===== src/video_defines.svh =====
// --------------------
// 640x480 at 60 Hz display timing, include wherever raster limits are needed
// --------------------
`ifndef VIDEO_DEFINES_SVH
`define VIDEO_DEFINES_SVH

// horizontal timing in pixels
`define H_RES  640
`define H_FP   16
`define H_SYNC 96
`define H_BP   48

// vertical timing in lines
`define V_RES  480
`define V_FP   10
`define V_SYNC 2
`define V_BP   33

// 0 means sync pulses are active low
`define SYNC_POL 1'b0

`endif


===== src/tmds_pkg.sv =====
// --------------------
// link-side types and the DVI control symbols shared by encoder and testbench
// --------------------
package tmds_pkg;

    // one colour channel of a pixel
    typedef logic [7:0] pixel_t;

    // one 10-bit symbol on a TMDS lane
    typedef logic [9:0] tmds_t;

    // running disparity, signed count of ones minus zeros
    typedef logic signed [4:0] disp_t;

    // control symbols, suffix is {c1,c0}
    localparam tmds_t TMDS_CTRL_00 = 10'b1101010100;
    localparam tmds_t TMDS_CTRL_01 = 10'b0010101011;
    localparam tmds_t TMDS_CTRL_10 = 10'b0101010100;
    localparam tmds_t TMDS_CTRL_11 = 10'b1010101011;

endpackage


===== src/video_pkg.sv =====
// --------------------
// display-side types, import into anything that handles screen positions
// --------------------
package video_pkg;

    // screen coordinate, wide enough for the full 800x525 raster
    // blanking positions included, so 10 bits not 9
    typedef logic [9:0] coord_t;

endpackage

===== src/clock_480p.sv =====
// --------------------
// brings the PLL lock level into clk_pix and derives the pixel-domain reset
// --------------------
`timescale 1ns/100ps

module clock_480p (
    input  wire logic clk_pix,
    input  wire logic reset,
    input  wire logic pll_locked,
    output      logic clk_pix_locked,
    output      logic reset_pix
);

    // first synchronizer stage that may go metastable
    logic locked_meta;

    // two-flop synchronizer on the raw lock level
    always_ff @(posedge clk_pix) begin
        if (reset) begin
            locked_meta    <= 1'b0;
            clk_pix_locked <= 1'b0;
        end else begin
            locked_meta    <= pll_locked;
            clk_pix_locked <= locked_meta;
        end
    end

    // downstream reset held while external reset is up or the PLL is unlocked
    always_ff @(posedge clk_pix) begin
        reset_pix <= reset | ~clk_pix_locked;
    end

    // a loss of lock must reach the pixel-domain reset within three edges
    a_unlock_resets: assert property (
        @(posedge clk_pix) disable iff (reset)
        !pll_locked |-> ##3 reset_pix
    );

endmodule


===== src/display_480p.sv =====
// --------------------
// 640x480 raster counters with registered sync, data enable and coordinates
// hold in reset_pix until the pixel clock is stable
// --------------------
`timescale 1ns/100ps
`include "video_defines.svh"

module display_480p import video_pkg::*; (
    input  wire logic   clk_pix,
    input  wire logic   reset_pix,
    output      coord_t sx,
    output      coord_t sy,
    output      logic   hsync,
    output      logic   vsync,
    output      logic   de
);

    // last pixel and last line of the full raster including blanking
    localparam coord_t H_LAST = coord_t'(`H_RES + `H_FP + `H_SYNC + `H_BP - 1);
    localparam coord_t V_LAST = coord_t'(`V_RES + `V_FP + `V_SYNC + `V_BP - 1);

    // sync pulse windows inclusive at both ends
    localparam coord_t HS_START = coord_t'(`H_RES + `H_FP);
    localparam coord_t HS_END   = coord_t'(`H_RES + `H_FP + `H_SYNC - 1);
    localparam coord_t VS_START = coord_t'(`V_RES + `V_FP);
    localparam coord_t VS_END   = coord_t'(`V_RES + `V_FP + `V_SYNC - 1);

    // internal position one cycle ahead of the outputs
    coord_t x;
    coord_t y;

    // raster counters
    always_ff @(posedge clk_pix) begin
        if (reset_pix) begin
            x <= '0;
            y <= '0;
        end else if (x == H_LAST) begin
            x <= '0;
            // wrap to the top after the last line
            y <= (y == V_LAST) ? coord_t'(0) : y + coord_t'(1);
        end else begin
            x <= x + coord_t'(1);
        end
    end

    // outputs all come from the same position so they line up
    // first cycle after release shows (0,0) with de already high
    always_ff @(posedge clk_pix) begin
        if (reset_pix) begin
            sx    <= '0;
            sy    <= '0;
            de    <= 1'b0;
            hsync <= ~`SYNC_POL;
            vsync <= ~`SYNC_POL;
        end else begin
            sx    <= x;
            sy    <= y;
            de    <= (x < coord_t'(`H_RES)) && (y < coord_t'(`V_RES));
            hsync <= (x >= HS_START && x <= HS_END) ? `SYNC_POL : ~`SYNC_POL;
            vsync <= (y >= VS_START && y <= VS_END) ? `SYNC_POL : ~`SYNC_POL;
        end
    end

    // horizontal position stays inside the 800-pixel raster
    a_sx_range: assert property (
        @(posedge clk_pix) sx <= H_LAST
    );

    // data enable only ever starts at the left edge of a visible line
    a_de_visible: assert property (
        @(posedge clk_pix) disable iff (reset_pix)
        $rose(de) |-> (sx == '0) && (sy < coord_t'(`V_RES))
    );

endmodule


===== src/dvi_480p.sv =====
// --------------------
// pixel-domain DVI core, board wrapper supplies clk_pix and the raw PLL lock
// pixels for a coordinate go on pix_r/g/b one cycle after it shows on sx/sy
// --------------------
`timescale 1ns/100ps

module dvi_480p import video_pkg::*, tmds_pkg::*; (
    input  wire logic   clk_pix,
    input  wire logic   reset,
    input  wire logic   pll_locked,
    input  wire pixel_t pix_r,
    input  wire pixel_t pix_g,
    input  wire pixel_t pix_b,
    output      coord_t sx,
    output      coord_t sy,
    output      logic   de,
    output      logic   hsync,
    output      logic   vsync,
    output      logic   clk_pix_locked,
    output      tmds_t  tmds_0,
    output      tmds_t  tmds_1,
    output      tmds_t  tmds_2
);

    // reset for timing and encoders, high until lock is through the synchronizer
    logic reset_pix;

    clock_480p clock_480p_inst (
        .clk_pix        (clk_pix),
        .reset          (reset),
        .pll_locked     (pll_locked),
        .clk_pix_locked (clk_pix_locked),
        .reset_pix      (reset_pix)
    );

    display_480p display_480p_inst (
        .clk_pix   (clk_pix),
        .reset_pix (reset_pix),
        .sx        (sx),
        .sy        (sy),
        .hsync     (hsync),
        .vsync     (vsync),
        .de        (de)
    );

    // blue lane carries the syncs as {c1,c0} = {vsync,hsync}
    tmds_encoder tmds_ch0_inst (
        .clk_pix   (clk_pix),
        .reset_pix (reset_pix),
        .data      (pix_b),
        .ctrl      ({vsync, hsync}),
        .de        (de),
        .tmds      (tmds_0)
    );

    // green and red lanes send control 00 in blanking
    tmds_encoder tmds_ch1_inst (
        .clk_pix   (clk_pix),
        .reset_pix (reset_pix),
        .data      (pix_g),
        .ctrl      (2'b00),
        .de        (de),
        .tmds      (tmds_1)
    );

    tmds_encoder tmds_ch2_inst (
        .clk_pix   (clk_pix),
        .reset_pix (reset_pix),
        .data      (pix_r),
        .ctrl      (2'b00),
        .de        (de),
        .tmds      (tmds_2)
    );

endmodule


===== src/tmds_encoder.sv =====
// --------------------
// TMDS 8b/10b encoder for one DVI lane in two pipeline stages
// de and ctrl arrive one cycle before the matching data
// --------------------
`timescale 1ns/100ps

module tmds_encoder import tmds_pkg::*; (
    input  wire logic       clk_pix,
    input  wire logic       reset_pix,
    input  wire pixel_t     data,
    input  wire logic [1:0] ctrl,
    input  wire logic       de,
    output      tmds_t      tmds
);

    // number of set bits in a byte
    function automatic logic [3:0] count_ones(input logic [7:0] v);
        logic [3:0] n;
        n = '0;
        for (int i = 0; i < 8; i++) begin
            n = n + 4'(v[i]);
        end
        return n;
    endfunction

    // transition-minimized word with bit 8 set when XOR was used
    function automatic logic [8:0] minimize(input pixel_t d, input logic use_xnor);
        logic [8:0] q;
        q[0] = d[0];
        for (int i = 1; i < 8; i++) begin
            q[i] = use_xnor ? ~(q[i-1] ^ d[i]) : (q[i-1] ^ d[i]);
        end
        q[8] = ~use_xnor;
        return q;
    endfunction

    // input delay that lines de and ctrl up with the pixel
    logic       de_d;
    logic [1:0] ctrl_d;

    // stage 1 combinational results
    logic [3:0] ones_d;
    logic       use_xnor;
    logic [8:0] q_m;
    logic [3:0] ones_q;
    disp_t      bal;

    // stage 1 registers
    logic       de_s1;
    logic [1:0] ctrl_s1;
    logic [8:0] q_m_r;
    disp_t      bal_r;

    // stage 2 state and next values
    disp_t      disp;
    disp_t      disp_next;
    tmds_t      sym_next;

    // XNOR when ones exceed 4, or exactly 4 with bit 0 clear
    always_comb begin
        ones_d   = count_ones(data);
        use_xnor = (ones_d > 4'd4) || (ones_d == 4'd4 && !data[0]);
        q_m      = minimize(data, use_xnor);
        ones_q   = count_ones(q_m[7:0]);
        // ones minus zeros of the low byte from -8 to 8
        bal      = disp_t'({ones_q, 1'b0}) - 5'sd8;
    end

    always_ff @(posedge clk_pix) begin
        if (reset_pix) begin
            de_d  <= 1'b0;
            de_s1 <= 1'b0;
        end else begin
            de_d  <= de;
            de_s1 <= de_d;
        end
    end

    // payload pipeline for the control bits and the minimized word
    always_ff @(posedge clk_pix) begin
        ctrl_d  <= ctrl;
        ctrl_s1 <= ctrl_d;
        q_m_r   <= q_m;
        bal_r   <= bal;
    end

    // DC balancing against the running disparity
    always_comb begin
        if (!de_s1) begin
            disp_next = '0;
            case (ctrl_s1)
                2'b00:   sym_next = TMDS_CTRL_00;
                2'b01:   sym_next = TMDS_CTRL_01;
                2'b10:   sym_next = TMDS_CTRL_10;
                default: sym_next = TMDS_CTRL_11;
            endcase
        end else if (disp == 0 || bal_r == 0) begin
            // bit 9 only flags the inversion when there is no bias either way
            sym_next  = {~q_m_r[8], q_m_r[8], q_m_r[8] ? q_m_r[7:0] : ~q_m_r[7:0]};
            disp_next = q_m_r[8] ? disp + bal_r : disp - bal_r;
        end else if (disp[4] == bal_r[4]) begin
            // word would push further the same way so invert it
            sym_next  = {1'b1, q_m_r[8], ~q_m_r[7:0]};
            disp_next = disp + (q_m_r[8] ? 5'sd2 : 5'sd0) - bal_r;
        end else begin
            sym_next  = {1'b0, q_m_r[8], q_m_r[7:0]};
            disp_next = disp - (q_m_r[8] ? 5'sd0 : 5'sd2) + bal_r;
        end
    end

    always_ff @(posedge clk_pix) begin
        if (reset_pix) begin
            disp <= '0;
            tmds <= TMDS_CTRL_11;
        end else begin
            disp <= disp_next;
            tmds <= sym_next;
        end
    end

    // balancing keeps the lane within a bounded DC offset
    a_disp_bounded: assert property (
        @(posedge clk_pix) disable iff (reset_pix)
        (disp >= -5'sd10) && (disp <= 5'sd10)
    );

endmodule


===== config.mk =====
export PLATFORM = sky130hd
export DESIGN_NAME = dvi_480p
export DESIGN_NICKNAME = d
export VERILOG_FILES = /design/src/tmds_pkg.sv /design/src/video_pkg.sv /design/src/clock_480p.sv /design/src/display_480p.sv /design/src/dvi_480p.sv /design/src/tmds_encoder.sv
export VERILOG_INCLUDE_DIRS = /design/src
export SDC_FILE = /design/constraint.sdc
export NUM_CORES = 1
export LEC_CHECK = 0
export ABC_AREA = 1
export BUFFER_PORTS_ARGS = -buffer_cell sky130_fd_sc_hd__buf_2
export CAP_MARGIN = 25
export CORE_MARGIN = 1.5
export CORE_UTILIZATION = 45
export CTS_BUF_LIST = sky130_fd_sc_hd__clkbuf_8
export DETAILED_ROUTE_END_ITERATION = 12
export PLACE_DENSITY_LB_ADDON = 0.25
export SKIP_LAST_GASP = 1
export SYNTH_ARGS = -nofsm -noshare
export SYNTH_HDL_FRONTEND = slang
export SYNTH_HIERARCHICAL = 1
export SYNTH_SLANG_ARGS = --single-unit
export TNS_END_PERCENT = 100

===== constraint.sdc =====
create_clock -name clk_pix -period 8.64 [get_ports clk_pix]
set_clock_uncertainty 0.2 [all_clocks]
set_input_delay 2.16 -clock clk_pix [delete_from_list [all_inputs] [get_ports clk_pix]]
set_output_delay 2.16 -clock clk_pix [all_outputs]
set_load 0.02 [all_outputs]

Word-level counts from Yosys, hierarchy flattened
Index checks and enable logic that the tools add are counted.
{"block": "totals", "regBits": 139, "latch_bits": 0, "rom_bits": 0, "mem_bits_rw": 0, "mem_count": 0}
{"block": "classes", "n_shift": 0, "magnitude_cmp": 9, "multipliers": 0, "n_div": 0, "add_sub_neg": 65, "eq_ne": 10, "n_bitwise": 54, "n_mux": 52, "reduce_logical": 24}
{"op": "32-bit zero test", "n": 6}
{"op": "4-bit by 1-bit adder with 4-bit output", "n": 36}
{"op": "10-bit two-way mux", "n": 8}
{"op": "5-bit adder", "n": 9}
{"op": "5-bit two-way mux", "n": 9}
{"op": "5-bit subtractor", "n": 9}
{"op": "10-bit case mux with 3 select lines", "n": 1}
{"op": "1-bit NOT", "n": 29}
{"op": "8-bit two-way mux", "n": 3}
{"op": "8-bit NOT", "n": 3}
{"op": "1-bit two-way mux", "n": 23}
{"op": "1-bit XOR", "n": 21}
{"op": "10-bit by 1-bit adder with 10-bit output, second input constant", "n": 2}
{"op": "10-bit == test, second input constant", "n": 2}
{"op": "9-bit two-way mux", "n": 2}
{"op": "5-bit subtractor, second input constant", "n": 3}
{"op": "1-bit by 1-bit adder with 2-bit output", "n": 6}
{"op": "4-bit by 3-bit == test with 1-bit output, second input constant", "n": 3}
{"op": "4-bit by 3-bit > comparator with 1-bit output, second input constant", "n": 3}
{"op": "2-bit two-way mux", "n": 6}
{"op": "10-bit greater-or-equal comparator, second input constant", "n": 1}
{"op": "10-bit by 9-bit greater-or-equal comparator with 1-bit output, second input constant", "n": 1}
{"op": "10-bit less-or-equal comparator, second input constant", "n": 1}
{"op": "10-bit by 9-bit less-or-equal comparator with 1-bit output, second input constant", "n": 1}
{"op": "other kinds (11)", "n": 26}

Depth between registers and ports, before layout
{"block": "depth", "depth_word": 31, "depth_mapped": 21}

Modules after synthesis
The synthesis kept the hierarchy.
{"mod": "tmds_encoder at tmds_ch2_inst", "instances": 1, "cells_per_inst": 272, "area_per_inst_um2": 2298.5}
{"mod": "tmds_encoder at tmds_ch0_inst", "instances": 1, "cells_per_inst": 262, "area_per_inst_um2": 2252.2}
{"mod": "tmds_encoder at tmds_ch1_inst", "instances": 1, "cells_per_inst": 276, "area_per_inst_um2": 2223.4}
{"mod": "display_480p", "instances": 1, "cells_per_inst": 231, "area_per_inst_um2": 1716.6}
{"mod": "clock_480p", "instances": 1, "cells_per_inst": 9, "area_per_inst_um2": 82.6}
{"mod": "dvi_480p", "instances": 1, "cells_per_inst": 1, "area_per_inst_um2": 3.8}

Worst setup path after synthesis
Ideal clock, no wire load.
{"block": "synth_timing", "kind": "input to register", "startpoint": "in pix_b[0]", "endpoint": "reg tmds_ch0_inst.bal_r[4]", "path_slack_ps": 1564, "required_ps": 8321, "arrival_ps": 6757, "n_path_buf": 0, "stages": 18, "cell_sequence": "fa_1 > inv_1 > fa_1 > inv_1 > ha_1 > fa_1 > nor2_1 > nand2_1 > a21oi_2 > xor2_1 > fa_1 > inv_1 > fa_1 > inv_1 > fa_1 > ha_1 > fa_1 > xor2_1"}
{"block": "synth_between", "elab_chain_cells": 31}
{"item": "start: declaration", "line_no": "dvi_480p.sv:13", "source": "input wire pixel_t pix_b,"}
{"item": "branches (longest 10 deep; another with 4-bit by 1-bit adder with 4-bit output)"}
{"item": "1-bit two-way mux *", "line_no": "tmds_encoder.sv:31", "source": "q[i] = use_xnor ? ~(q[i-1] ^ d[i]) : (q[i-1] ^ d[i]);"}
{"item": "named net tmds_ch0_inst.q_m[1]", "line_no": "tmds_encoder.sv:44", "source": "logic [8:0] q_m;"}
{"item": "branches (longest 18 deep; another with 4-bit by 1-bit adder with 4-bit output)"}
{"item": "4-bit by 1-bit adder with 4-bit output *", "line_no": "tmds_encoder.sv:21", "source": "n = n + 4'(v[i]);"}
{"item": "5-bit subtractor *", "line_no": "tmds_encoder.sv:66", "source": "bal = disp_t'({ones_q, 1'b0}) - 5'sd8;"}
{"item": "named net tmds_ch0_inst.bal[4]", "line_no": "tmds_encoder.sv:46", "source": "disp_t bal;"}
{"item": "end signal: assignment", "line_no": "tmds_encoder.sv:84", "source": "bal_r <= bal;"}
{"item": "end: declaration", "line_no": "tmds_encoder.sv:52", "source": "disp_t bal_r;"}
Mark *: on every way through the listed nets, which the timed path passes.
A chain may end at the register's enable or synchronous reset.

Worst setup path after layout
{"block": "layout_timing", "startpoint": "in pix_b[0]", "endpoint": "reg tmds_ch0_inst.bal_r[4]"}
{"block": "layout_between", "elab_chain_cells": 31}
{"item": "branches (longest 13 deep; another with 4-bit by 1-bit adder with 4-bit output)"}
{"item": "1-bit two-way mux *", "line_no": "tmds_encoder.sv:31"}
{"item": "named net tmds_ch0_inst.q_m[2]", "line_no": "tmds_encoder.sv:44"}
{"item": "branches (longest 15 deep; another with 4-bit by 1-bit adder with 4-bit output)"}
{"item": "4-bit by 1-bit adder with 4-bit output *", "line_no": "tmds_encoder.sv:21"}
{"item": "5-bit subtractor *", "line_no": "tmds_encoder.sv:66"}
{"item": "named net tmds_ch0_inst.bal[4]", "line_no": "tmds_encoder.sv:46"}
Marked as above.

==> run summary <==
status = complete, no violations
Tmin final = 7.15 ns
Via density = 4.67
ys async rst share = 0
R2R cell count = 7
kind of critical path = in -> reg
Slew @ Worst Pin = 0.884 ns
fmax = 0.140 GHz
Max FO, Critical Path = 5
cts bufs inserted = 17
DP Worst Slack = 1.07 ns
FP Rows = 50
IO Count = 81
Root Driver = clkbuf_8
Avg Synthesized Cell Area = 8.16 um^2
final period utilization = 0.827
Synth top area share = 0.338
Crit path max-delay family = adder cells
pwr/cell area = 297 mW/mm^2
Hold Crit Depth = 0
top cells by count, synth = 254 x nand2_1, 148 x inv_1, 145 x dfxtp_1
DRT iter0 DRCs = 359
Setup Fix Bufs, Post-CTS = 0
vias in the first global route = 6,243
Syn Inst Count = 1,051
startpoint types = primary input
TritonCTS clock tree = yes
CP endpoint kind = register
antenna cells = 0
drt wl/cell = 12.1 um
Core Box Area = 0.0187 mm^2
worst path arrival time = 7.28 ns
final wirelength = 16,700 um
Final WS setup = 1.49 ns
area of the multi-input gates = 0.00492 mm^2
EDFF count, synth = 0
Initial Util = 0.459
residual DRC count = 0
initial antenna violation count = 0
Seq/Total Area, Yosys = 0.338
setup violators final = 0
count leader, synth = nand2_1
Synth Register Bits = 145
Clock Latency Late Sink = 0.44 ns
CP dominant cell by count = fa_1
routability cong. = 0.848
Slew HR = 0.406
Worst path depth = 19
HPWL Detailed = 12,900 um
chip width = 141 um
Longest Clk Path Bufs = 2
Final Hold Vio Count = 0
Area growth syn-to-layout = 11.2%
Slowest Stage Delay on Critical Path = 0.68 ns
max cap viols = 0
main area contributors after synthesis = dfxtp_1 34%, nand2_1 11%, ha_1 10%
first-pass GRT wire length = 29,000 um
largest net degree at the start of global routing = 40
Storage cell area = 0.00290 mm^2
die area = 0.0199 mm^2
CP max-delay cell = fa_1
fin nets = 1,275
grt total ovfl = 0
count of cell types in the netlist = 45
Fillers = 1,762
share of cells above drive strength 1 = 0.159
Tot GR Track Use = 0.180
Die Ht = 141 um
setup TNS = 0 ns
CP required = 8.77 ns
RSZ-0062 raised after global routing = no
Hold Path Class = reg -> reg
leakage = 0.00461 uW
Reg clk slew, reported paths = 0.08 ns
Main synth FF type = dfxtp_1
synth warn = 6
Port Buf Inserts = 80
routed vias = 6,462
post-CTS sizing = 0
Max VDD drop = 0.000127 V
CTS H-tree depth = 4
crit-path cells = buf_2 -> fa_1 -> inv_1 -> fa_1 -> inv_1 -> ha_1 -> fa_1 -> nor2_1 -> nand2_1 -> a21oi_2 -> xor2_1 -> fa_1 -> inv_1 -> fa_1 -> inv_1 -> fa_1 -> ha_1 -> fa_1 -> xor2_1
Final ANT Viol Nets = 0
synthesized area = 0.00858 mm^2
WP buf/inv = 5
hold_buf cts = 0
Slew Viols, Final = 0
DRT Pass-1 Iters = 5
Synth area leader = dfxtp_1
clock sinks = 145
## final cells by class
| class | count | share of cell area |
|---|---|---|
| Tap cell | 234 | 0.0307 |
| Clock inverter | 13 | 0.0146 |
| Timing Repair Buffer | 81 | 0.0428 |
| Clock buffer | 18 | 0.0260 |
| Inverter | 164 | 0.0654 |
| Multi-Input combinational cell | 730 | 0.516 |
| Sequential cell | 145 | 0.304 |
## registers in the layout, indices dropped and copies added, names as in the netlist, 10 cells and up
name                  cells
display_480p_inst/sx     10
display_480p_inst/sy     10
display_480p_inst/x      10
display_480p_inst/y      10
tmds_ch0_inst/tmds       10
tmds_ch1_inst/tmds       10
tmds_ch2_inst/tmds       10
## cells in the final DEF (no fill, tap or decap), types with 4 or more instances in the layout
master	count
a21oi_1	28
buf_2	80
clkbuf_8	18
clkinv_2	6
clkinvlp_4	5
conb_1	4
dfxtp_1	144
fa_1	39
ha_1	70
inv_1	148
inv_2	11
nand2_1	254
nand2_2	18
nand2_4	6
nand3_1	62
nand3b_1	5
nand4_1	7
nor2_1	82
nor3_1	6
o211ai_1	5
o21ai_0	20
o21ai_1	11
o21ai_2	7
xnor2_1	34
xor2_1	42
xor2_2	5
## layer usage
metal / track usage / share of wire / vias up
met4: 0.0515 / 0.013 / 0
met2: 0.298 / 0.47 / 108
met1: 0.234 / 0.48 / 2921
met5: 0 / 0 / -
met3: 0.0421 / 0.037 / 24
li1: - / - / 3409
## kinds of logic (layout without fill, tap and decap cells)
logic type,count (synthesis),after routing,synth area share
xor+xnor,82,82,0.0890
other cells,1,4,0.000437
buf+inv,179,276,0.0887
compound gates,84,84,0.0620
flops,145,145,0.338
fa+ha+maj,109,109,0.193
simple gates,451,451,0.228
## worst reg2reg max path: cells and delay by family, from the launching register on
family / cells / cell delay (ns)
xor+xnor: 1 / 0.18
buf+inv: 2 / 0.42
flops: 1 / 0.69
compound gates: 2 / 0.26
fa+ha+maj: 2 / 1.11
## power breakdown
part	switching, uW	internal, uW	total (uW)
combinational	829	633	1460
sequential	89.6	762	852
clock	258	262	520
## path summary, 6_finish.rpt
check | from | end | slack [ns]
hold reg to reg | tmds_ch2_inst/ctrl_d[1] | tmds_ch2_inst/ctrl_s1[1] | 0.13
setup reg to reg | tmds_ch0_inst/q_m_r[8] | tmds_ch0_inst/disp[3] | 5.68
setup / recovery | pix_b[0] | tmds_ch0_inst/bal_r[4] | 1.49
hold / removal | tmds_ch2_inst/ctrl_d[1] | tmds_ch2_inst/ctrl_s1[1] | 0.13
## through the flow
| stage | std cells | hold WS (ns) | utilization | total power [uW] | instance area [um^2] |
|---|---|---|---|---|---|
| final | 1385 | 0.130 | 0.510 | 2830 | 9540 |
| after global routing | 1385 | 0.135 | 0.510 | 3140 | 9540 |
| after CTS | 1385 | 0.130 | 0.510 | 2870 | 9540 |
| after detailed placement | 1354 | 0.112 | 0.489 | 2330 | 9150 |
| after global placement | 1354 | 0.111 | 0.489 | 2280 | 9150 |
| after floorplan | 1054 | 0.110 | - | 2070 | 8590 |
Note: power is estimated with default switching activity, not from simulation.
